File: src/cong_man_pkg.sv
/* Sizes, vector types and bundles shared by the congestion manager
   Queue ids are egress port then queue-in-port; four queues per port are assumed */

`default_nettype none

package cong_man_pkg;

    ////////////////////////////////////////////////////////////
    // Sizes

    localparam int num_egr_ports      = 4;
    localparam int queues_per_port    = 4;
    localparam int num_queues         = num_egr_ports * queues_per_port;
    localparam int data_bytes         = 8;
    localparam int counters_per_queue = 2;
    localparam int occ_width          = 16;
    localparam int len_width          = 11;

    ////////////////////////////////////////////////////////////
    // Vector types

    typedef logic [$clog2(num_queues)-1:0] queue_id_t;
    typedef logic [2:0]                    prio_t;
    typedef logic [len_width-1:0]          byte_len_t;
    typedef logic [occ_width-1:0]          occupancy_t;
    typedef logic [31:0]                   counter_t;
    typedef logic [data_bytes*8-1:0]       word_data_t;
    typedef logic [data_bytes-1:0]         word_keep_t;

    ////////////////////////////////////////////////////////////
    // Encodings

    typedef enum logic [$clog2(counters_per_queue)-1:0] {
        drop_policer    = 1'b0,
        drop_queue_full = 1'b1
    } drop_reason_e;

    // Code 3 is left undefined and answered with an error
    typedef enum logic [1:0] {
        op_read       = 2'd0,
        op_read_clear = 2'd1,
        op_clear_all  = 2'd2
    } cntr_op_e;

    typedef enum logic {
        cntr_init,
        cntr_active
    } cntr_state_e;

    ////////////////////////////////////////////////////////////
    // Bundles

    typedef struct packed {
        logic [$clog2(num_egr_ports)-1:0] egress_port;
        prio_t                            prio;
        byte_len_t                        byte_length;
        logic                             policer_mark;
    } pkt_meta_t;

    typedef struct packed {
        word_data_t data;
        word_keep_t keep;
        logic       last;
    } pkt_word_t;

    typedef struct packed {
        queue_id_t  queue;
        occupancy_t bytes;
    } release_t;

    typedef struct packed {
        logic       write;
        queue_id_t  queue;
        occupancy_t wdata;
    } thresh_req_t;

    typedef struct packed {
        occupancy_t rdata;
        logic       error;
    } thresh_rsp_t;

    typedef struct packed {
        cntr_op_e     op;
        queue_id_t    queue;
        drop_reason_e reason;
    } cntr_req_t;

    typedef struct packed {
        counter_t rdata;
        logic     error;
    } cntr_rsp_t;

    typedef struct packed {
        queue_id_t    queue;
        drop_reason_e reason;
    } drop_event_t;

endpackage

`default_nettype wire

File: src/admission_pipeline.sv
/* Three-stage word pipeline; metadata is taken only from the first word of a packet
   Threshold and occupancy must come back combinationally for dec_queue */

`timescale 1ns/10ps
`default_nettype none

module admission_pipeline import cong_man_pkg::*; (
    input  var logic       counter_access,
    input  var logic       arst_n,
    input  var logic       in_valid,
    input  var pkt_word_t  in_word,
    input  var pkt_meta_t  in_meta,
    input  var occupancy_t threshold,
    input  var occupancy_t occupancy,
    output queue_id_t      dec_queue,
    output logic           admit_valid,
    output byte_len_t      admit_bytes,
    output logic           drop_valid,
    output drop_event_t    drop_event,
    output logic           out_valid,
    output pkt_word_t      out_word,
    output queue_id_t      out_queue
);

    // Emergency, management and voice get their own queue, the rest share one
    function automatic logic [$clog2(queues_per_port)-1:0] prio_to_queue(input prio_t prio);
        case (prio)
            3'd7:    return 2'd3;
            3'd6:    return 2'd2;
            3'd5:    return 2'd1;
            default: return 2'd0;
        endcase
    endfunction

    logic       in_sop;
    logic       s0_valid;
    logic       s0_sop;
    pkt_word_t  s0_word;
    pkt_meta_t  s0_meta;
    queue_id_t  s0_queue;

    logic                 drop_hold;
    logic                 policer_drop;
    logic                 full_drop;
    logic                 sop_drop;
    logic                 drop_now;
    logic [occ_width:0]   occ_plus_len;

    ////////////////////////////////////////////////////////////
    // Stage 0

    always_ff @(posedge counter_access or negedge arst_n) begin
        if (!arst_n) begin
            in_sop   <= 1'b1;
            s0_valid <= 1'b0;
            s0_sop   <= 1'b0;
        end else begin
            s0_valid <= in_valid;
            s0_sop   <= in_valid & in_sop;
            if (in_valid) begin
                in_sop <= in_word.last;
            end
        end
    end

    // Metadata and queue stay put for the body words of the packet
    always_ff @(posedge counter_access) begin
        s0_word <= in_word;
        if (in_valid && in_sop) begin
            s0_meta  <= in_meta;
            s0_queue <= {in_meta.egress_port, prio_to_queue(in_meta.prio)};
        end
    end

    ////////////////////////////////////////////////////////////
    // Stage 1

    assign dec_queue    = s0_queue;
    assign occ_plus_len = {1'b0, occupancy} + (occ_width+1)'(s0_meta.byte_length);

    // Management and emergency traffic bypass the ingress policer
    assign policer_drop = s0_meta.policer_mark && (s0_meta.prio < 3'd6);
    assign full_drop    = occ_plus_len > {1'b0, threshold};
    assign sop_drop     = policer_drop | full_drop;
    assign drop_now     = s0_sop ? sop_drop : drop_hold;

    assign admit_valid       = s0_valid & s0_sop & ~sop_drop;
    assign admit_bytes       = s0_meta.byte_length;
    assign drop_valid        = s0_valid & s0_sop & sop_drop;
    assign drop_event.queue  = s0_queue;
    assign drop_event.reason = policer_drop ? drop_policer : drop_queue_full;

    always_ff @(posedge counter_access or negedge arst_n) begin
        if (!arst_n) begin
            drop_hold <= 1'b0;
        end else if (s0_valid && s0_sop) begin
            drop_hold <= sop_drop;
        end
    end

    ////////////////////////////////////////////////////////////
    // Stage 2

    always_ff @(posedge counter_access or negedge arst_n) begin
        if (!arst_n) begin
            out_valid <= 1'b0;
        end else begin
            out_valid <= s0_valid & ~drop_now;
        end
    end

    always_ff @(posedge counter_access) begin
        out_word  <= s0_word;
        out_queue <= s0_queue;
    end

endmodule

`default_nettype wire

File: src/drop_threshold_table.sv
/* Per-queue drop thresholds, all ones after reset; one response outstanding at a time
   A write is seen by drop decisions from the following cycle */

`timescale 1ns/10ps
`default_nettype none

module drop_threshold_table import cong_man_pkg::*; (
    input  var logic        counter_access,
    input  var logic        arst_n,
    input  var queue_id_t   dec_queue,
    output occupancy_t      threshold,
    input  var logic        thresh_req_valid,
    input  var thresh_req_t thresh_req,
    output logic            thresh_req_ready,
    output logic            thresh_rsp_valid,
    output thresh_rsp_t     thresh_rsp,
    input  var logic        thresh_rsp_ready
);

    occupancy_t thresh_q [num_queues];
    logic       req_xfer;

    assign thresh_req_ready = ~thresh_rsp_valid;
    assign req_xfer         = thresh_req_valid & thresh_req_ready;

    // Lookup for the decision stage
    assign threshold = thresh_q[dec_queue];

    always_ff @(posedge counter_access or negedge arst_n) begin
        if (!arst_n) begin
            thresh_q         <= '{default: '1};
            thresh_rsp_valid <= 1'b0;
        end else begin
            if (req_xfer) begin
                thresh_rsp_valid <= 1'b1;
                if (thresh_req.write) begin
                    thresh_q[thresh_req.queue] <= thresh_req.wdata;
                end
            end else if (thresh_rsp_ready) begin
                thresh_rsp_valid <= 1'b0;
            end
        end
    end

    // Writes echo the new value, reads return the stored one
    always_ff @(posedge counter_access) begin
        if (req_xfer) begin
            thresh_rsp.rdata <= thresh_req.write ? thresh_req.wdata : thresh_q[thresh_req.queue];
            // Every 4-bit queue index is a real table entry
            thresh_rsp.error <= 1'b0;
        end
    end

endmodule

`default_nettype wire

File: src/queue_occupancy.sv
/* Byte occupancy per queue, zero after reset, saturating at zero and at all ones
   Admit and release for the same queue in one cycle both apply */

`timescale 1ns/10ps
`default_nettype none

module queue_occupancy import cong_man_pkg::*; (
    input  var logic       counter_access,
    input  var logic       arst_n,
    input  var queue_id_t  dec_queue,
    output occupancy_t     occupancy,
    input  var logic       admit_valid,
    input  var byte_len_t  admit_bytes,
    input  var logic       release_valid,
    input  var release_t   release_in
);

    occupancy_t occ_q    [num_queues];
    occupancy_t occ_next [num_queues];

    assign occupancy = occ_q[dec_queue];

    always_comb begin
        logic [occ_width:0] total;
        logic [occ_width:0] sub;
        logic [occ_width:0] diff;
        for (int q = 0; q < num_queues; q++) begin
            total = {1'b0, occ_q[q]};
            sub   = '0;
            if (admit_valid && dec_queue == queue_id_t'(q)) begin
                total = total + (occ_width+1)'(admit_bytes);
            end
            if (release_valid && release_in.queue == queue_id_t'(q)) begin
                sub = {1'b0, release_in.bytes};
            end
            diff = total - sub;
            // Clamp below at zero, above at the register maximum
            if (total < sub) begin
                occ_next[q] = '0;
            end else if (diff[occ_width]) begin
                occ_next[q] = '1;
            end else begin
                occ_next[q] = diff[occ_width-1:0];
            end
        end
    end

    always_ff @(posedge counter_access or negedge arst_n) begin
        if (!arst_n) begin
            occ_q <= '{default: '0};
        end else begin
            occ_q <= occ_next;
        end
    end

endmodule

`default_nettype wire

File: src/drop_counters.sv
/* Saturating drop counters per queue and reason, swept to zero for 32 cycles after reset
   Drops arriving during the sweep are not counted; access stalls until it ends */

`timescale 1ns/10ps
`default_nettype none

module drop_counters import cong_man_pkg::*; (
    input  var logic        counter_access,
    input  var logic        arst_n,
    input  var logic        drop_valid,
    input  var drop_event_t drop_event,
    input  var logic        cntr_req_valid,
    input  var cntr_req_t   cntr_req,
    output logic            cntr_req_ready,
    output logic            cntr_rsp_valid,
    output cntr_rsp_t       cntr_rsp,
    input  var logic        cntr_rsp_ready
);

    // Counter index is queue then reason
    typedef logic [$clog2(num_queues*counters_per_queue)-1:0] cntr_idx_t;

    counter_t    cntr_q [num_queues*counters_per_queue];
    cntr_state_e state;
    cntr_idx_t   init_idx;
    cntr_idx_t   ev_idx;
    cntr_idx_t   req_idx;
    logic        req_xfer;
    logic        inc_we;
    logic        clr_we;
    logic        clr_same;
    counter_t    ev_count;
    counter_t    inc_value;

    assign ev_idx  = {drop_event.queue, drop_event.reason};
    assign req_idx = {cntr_req.queue, cntr_req.reason};

    assign cntr_req_ready = (state == cntr_active) & ~cntr_rsp_valid;
    assign req_xfer       = cntr_req_valid & cntr_req_ready;

    assign inc_we   = (state == cntr_active) & drop_valid;
    assign clr_we   = req_xfer & (cntr_req.op == op_read_clear);
    assign clr_same = clr_we & (req_idx == ev_idx);

    // Increment after a same-cycle clear starts again from zero
    assign ev_count  = cntr_q[ev_idx];
    assign inc_value = clr_same ? counter_t'(1) :
                       (&ev_count) ? ev_count : ev_count + counter_t'(1);

    ////////////////////////////////////////////////////////////
    // Control FSM

    always_ff @(posedge counter_access or negedge arst_n) begin
        if (!arst_n) begin
            state          <= cntr_init;
            init_idx       <= '0;
            cntr_rsp_valid <= 1'b0;
        end else begin
            case (state)
                cntr_init: begin
                    init_idx <= init_idx + cntr_idx_t'(1);
                    if (&init_idx) begin
                        state <= cntr_active;
                    end
                end
                cntr_active: begin
                    if (req_xfer && cntr_req.op == op_clear_all) begin
                        state <= cntr_init;
                    end
                end
                default: state <= cntr_init;
            endcase

            if (req_xfer) begin
                cntr_rsp_valid <= 1'b1;
            end else if (cntr_rsp_ready) begin
                cntr_rsp_valid <= 1'b0;
            end
        end
    end

    ////////////////////////////////////////////////////////////
    // Counter storage and response data

    always_ff @(posedge counter_access) begin
        if (state == cntr_init) begin
            cntr_q[init_idx] <= '0;
        end
        if (clr_we) begin
            cntr_q[req_idx] <= '0;
        end
        if (inc_we) begin
            cntr_q[ev_idx] <= inc_value;
        end

        if (req_xfer) begin
            cntr_rsp.rdata <= '0;
            cntr_rsp.error <= 1'b0;
            case (cntr_req.op)
                op_read, op_read_clear: cntr_rsp.rdata <= cntr_q[req_idx];
                op_clear_all:           cntr_rsp.rdata <= '0;
                default:                cntr_rsp.error <= 1'b1;
            endcase
        end
    end

endmodule

`default_nettype wire

File: src/cong_man_top.sv
/* Congestion manager admission path; input is always accepted, output has no back-pressure
   Words leave 2 cycles after they enter, or never when their packet is dropped */

`timescale 1ns/10ps
`default_nettype none

module cong_man_top import cong_man_pkg::*; (
    input  var logic        counter_access,
    input  var logic        arst_n,
    // Packet stream
    input  var logic        in_valid,
    input  var pkt_word_t   in_word,
    input  var pkt_meta_t   in_meta,
    output logic            out_valid,
    output pkt_word_t       out_word,
    output queue_id_t       out_queue,
    // Dequeue feedback
    input  var logic        release_valid,
    input  var release_t    release_in,
    // Threshold configuration
    input  var logic        thresh_req_valid,
    input  var thresh_req_t thresh_req,
    output logic            thresh_req_ready,
    output logic            thresh_rsp_valid,
    output thresh_rsp_t     thresh_rsp,
    input  var logic        thresh_rsp_ready,
    // Drop counter access
    input  var logic        cntr_req_valid,
    input  var cntr_req_t   cntr_req,
    output logic            cntr_req_ready,
    output logic            cntr_rsp_valid,
    output cntr_rsp_t       cntr_rsp,
    input  var logic        cntr_rsp_ready
);

    queue_id_t   dec_queue;
    occupancy_t  threshold;
    occupancy_t  occupancy;
    logic        admit_valid;
    byte_len_t   admit_bytes;
    logic        drop_valid;
    drop_event_t drop_event;

    admission_pipeline i_pipeline (
        .counter_access, .arst_n,
        .in_valid, .in_word, .in_meta,
        .threshold, .occupancy, .dec_queue,
        .admit_valid, .admit_bytes,
        .drop_valid, .drop_event,
        .out_valid, .out_word, .out_queue
    );

    drop_threshold_table i_thresh (
        .counter_access, .arst_n,
        .dec_queue, .threshold,
        .thresh_req_valid, .thresh_req, .thresh_req_ready,
        .thresh_rsp_valid, .thresh_rsp, .thresh_rsp_ready
    );

    queue_occupancy i_occupancy (
        .counter_access, .arst_n,
        .dec_queue, .occupancy,
        .admit_valid, .admit_bytes,
        .release_valid, .release_in
    );

    drop_counters i_counters (
        .counter_access, .arst_n,
        .drop_valid, .drop_event,
        .cntr_req_valid, .cntr_req, .cntr_req_ready,
        .cntr_rsp_valid, .cntr_rsp, .cntr_rsp_ready
    );

endmodule

`default_nettype wire

File: config.mk
export PLATFORM = sky130hd
export DESIGN_NAME = cong_man_top
export DESIGN_NICKNAME = d
export VERILOG_FILES = /design/src/cong_man_pkg.sv /design/src/admission_pipeline.sv /design/src/drop_threshold_table.sv /design/src/queue_occupancy.sv /design/src/drop_counters.sv /design/src/cong_man_top.sv
export SDC_FILE = /design/constraint.sdc
export NUM_CORES = 2
export LEC_CHECK = 0
export BUFFER_PORTS_ARGS = -buffer_cell sky130_fd_sc_hd__buf_2
export CAP_MARGIN = 5
export CORE_AREA = 5 5 602 604
export CTS_CLUSTER_SIZE = 12
export DETAILED_ROUTE_END_ITERATION = 10
export DIE_AREA = 0 0 607 609
export PLACE_DENSITY = 0.52
export SYNTH_ARGS = -nofsm -noshare
export SYNTH_HDL_FRONTEND = slang
export SYNTH_SLANG_ARGS = --single-unit
export TNS_END_PERCENT = 50
File: constraint.sdc
create_clock -name counter_access -period 11.9 [get_ports counter_access]
set_clock_uncertainty 0.15 [all_clocks]
set_input_delay 0.595 -clock counter_access [delete_from_list [all_inputs] [get_ports counter_access]]
set_output_delay 0.595 -clock counter_access [all_outputs]
set_load 0.05 [all_outputs]
==> results.toml <==
[power_and_ir_drop]
vdd_ir_drop_max_uv = 145.6
cellPowerDensity_nw_per_um2 = 207.5
power.leakage_uw = 0.04604
fin_total_pwr_uw = 25220

[clock_network]
clock_path_buffers = 4
clkTransAtPathRegs_ps = 70
cts_tree = "yes"
numClockSinks = 1766
h-tree-depth = 4
cts_root_buf = "clkbuf_16"
numCtsBuffers = 209
clk_latency_ps = 930

[logic_synthesis]
synth-seq-cells = 1766
synthTopCellsByCount = "nor2_1, edfxtp_1, mux4_2"
synth.most_common_cell = "nor2_1"
netlist_area_um2 = 106500
synth.area.top_cells = "edfxtp_1, mux4_2, dfstp_2"
ys.flop_type = "edfxtp_1"
synth_warnings = 0
ys_types = 94
ys_seq_area_frac = 0.4623
synth-edff-count = 1091
synth_top_area_frac = 0.3077
postSynthCellCount = 8785
async_flop_share = 0.2973
syn-num-nets = 9426
syn_area_per_cell_um2 = 12.12
synth_top_area_cell = "edfxtp_1"

[sta]
finalSetupTns_ps = 0
fin_crit_ps = 10950
worst_pin_slew_ps = 1299
rsz0062_at_grt = "no"
slew_violations = 0
holdWs_ps = 60.65
setup_viol = 0
fmax_ghz = 0.09132
fin_crit_sh = 0.9202
hold_viol = 0
slew_headroom = 0.1310

[setup_path]
path_delay_family = "compound AO/OA/AOI/OAI gates"
rr_startpoint = "i_pipeline.dec_queue[0]"
critPathBufInv = 3
max_stage_delay_ps = 850
crit_start = "i_pipeline.dec_queue[0]"
r2r_cells = 34
crit_path_end_kind = "flip-flop"
cp-start-kind = "flip-flop"
path_common_cell = "a21oi_1"
worstSetupPathType = "flip-flop to flip-flop"
r2r_end = "i_occupancy.occ_q[80]"
critPathRequiredTime_ps = 12520
slowest_stage = "nand4_1"
r2r_slack_ps = 950
arrival_ps = 11570
cp_max_fo = 22

[floorplan]
die_width_um = 607
initial_utilization = 0.2983
die_y_um = 609
rows = 220
ios = 278
coreArea_um2 = 357000
die_area_um2 = 369700

[hold_path]
hold_class = "input port to flip-flop"
hold_end = "i_thresh.thresh_q[199]"
hold_start = "thresh_req[7]"
holdPathStages = 2

[placed_design]
postPlaceCellArea_um2 = 113700
gp_congestion = 0.9065
hpwl_um = 242000
port_buffers = 276

[global_route]
grt_pass1_wl_um = 574100
grt_max_degree = 148
track_usage = 0.2114
grt-ovfl-total = 0
grt_pass1_vias = 80000
antenna_found_initial = 14

[finish]
finalNetCount = 9668
drive_gt1_frac = 0.2643
final_area_um2 = 121500
syn2layout_area_growth_pct = 14.14

[routing]
top_layer_used = "met5"
dr.pass1.iters = 6
drc = 0
drt-met1-wl_um = 155900
wl_met2_um = 188800
routed_wl_um = 401000
routed-wl-met3_um = 35410
wire_per_inst_um = 28.70
drtIter0Drc = 8791
ant_nets = 0
vias = 79230
viasPerCell = 5.672

[outcome]
outcome = "completed"

[job]
drv_cap = 0
==> flip-flops by register name, indices dropped and copies added, names as in the netlist <==
name / count
i_counters.cntr_q: 1024
i_counters.cntr_rsp: 33
i_counters.cntr_rsp_valid: 1
i_counters.init_idx: 5
i_counters.state: 1
i_occupancy.occ_q: 256
i_pipeline.admit_bytes: 11
i_pipeline.dec_queue: 4
i_pipeline.drop_hold: 1
i_pipeline.in_sop: 1
i_pipeline.out_queue: 4
i_pipeline.out_valid: 1
i_pipeline.out_word: 73
i_pipeline.s0_meta: 3
i_pipeline.s0_sop: 1
i_pipeline.s0_valid: 1
i_pipeline.s0_word: 73
i_thresh.thresh_q: 256
i_thresh.thresh_rsp: 16
i_thresh.thresh_rsp_valid: 1
==> layer usage <==
| layer | vias to the layer above | GRT usage |
|---|---|---|
| met5 | - | 0 |
| met4 | 4 | 0.08893 |
| met3 | 922 | 0.03749 |
| met2 | 4030 | 0.3458 |
| met1 | 40830 | 0.2757 |
| li1 | 33450 | - |
==> cell usage in the layout, fill, tap and decap left out, types with 74 or more instances in the layout <==
master            n
dfrtp_1         268
o22ai_1          90
inv_1           136
ha_1            462
buf_2           270
o21ai_0         303
mux4_2          799
clkbuf_16       219
edfxtp_1       1091
dfstp_2         257
a21o_1          121
xor2_1          203
nor2_1         1299
o21a_1           91
nor3_1          160
buf_4           235
nand2_1         612
nand3_1         155
dfxtp_1         150
mux2_2          288
a21oi_1         443
nand2b_1         74
dlygate4sd3_1   101
xnor2_1         229
==> worst max-delay path by stage <==
| stage | endpoint | depth (start not counted) |
|---|---|---|
| 5_1_grt | i_occupancy.occ_q[87] | 34 |
| 3_3_place_gp | i_occupancy.occ_q[80] | 34 |
| 4_1_cts | i_occupancy.occ_q[80] | 34 |
| 3_5_place_dp | i_occupancy.occ_q[80] | 34 |
| 6_report | i_occupancy.occ_q[80] | 34 |
| 2_1_floorplan | i_occupancy.occ_q[212] | 45 |
==> timing repair <==
item / in CTS / in global routing
buffers inserted: 0 / 0
hold endpoints to repair: 268 / 0
hold buffers: 101 / 0
resized for setup: 0 / 1
endpoints found under the setup margin: 0 / 14
==> stage by stage <==
step / util / instances / setup slack, ps
after floorplan: - / 8785 / 1458
after global placement: 0.3184 / 13490 / 1097
after detailed placement: 0.3184 / 13490 / 811.2
after CTS: 0.3404 / 13970 / 783.0
after global routing: 0.3404 / 13970 / 147.0
final: 0.3404 / 13970 / 949.6
==> report_power, final <==
part	internal [µW]	total [µW]	switching, µW
Sequential	7460	8420	956
Clock	3800	6540	2740
Combinational	4280	10300	5990
Total	15500	25200	9690
==> cells by family (layout without fill, tap and decap cells) <==
kind of cell | after synthesis | in the layout | synth area share
other cells | 1 | 5 | 0.00003522
simple gates | 2790 | 2790 | 0.1176
xor+xnor | 453 | 453 | 0.03740
buf+inv | 723 | 1131 | 0.03250
compound gates | 1404 | 1404 | 0.08211
fa+ha+maj | 495 | 495 | 0.06049
mux | 1153 | 1153 | 0.2076
flops | 1766 | 1766 | 0.4623
==> cell type report <==
type | count | area [µm²]
clock buffers | 285 | 5928
repair buffers | 616 | 4312
clock inverters | 92 | 908.4
multi-input cells | 6296 | 54660
flip-flops and latches | 1766 | 49220
fillers | 34940 | 235500
inverters | 138 | 523.0
well taps | 4773 | 5972
diodes | 4 | 10.01
No activity file was read; power rests on OpenSTA's default activity.
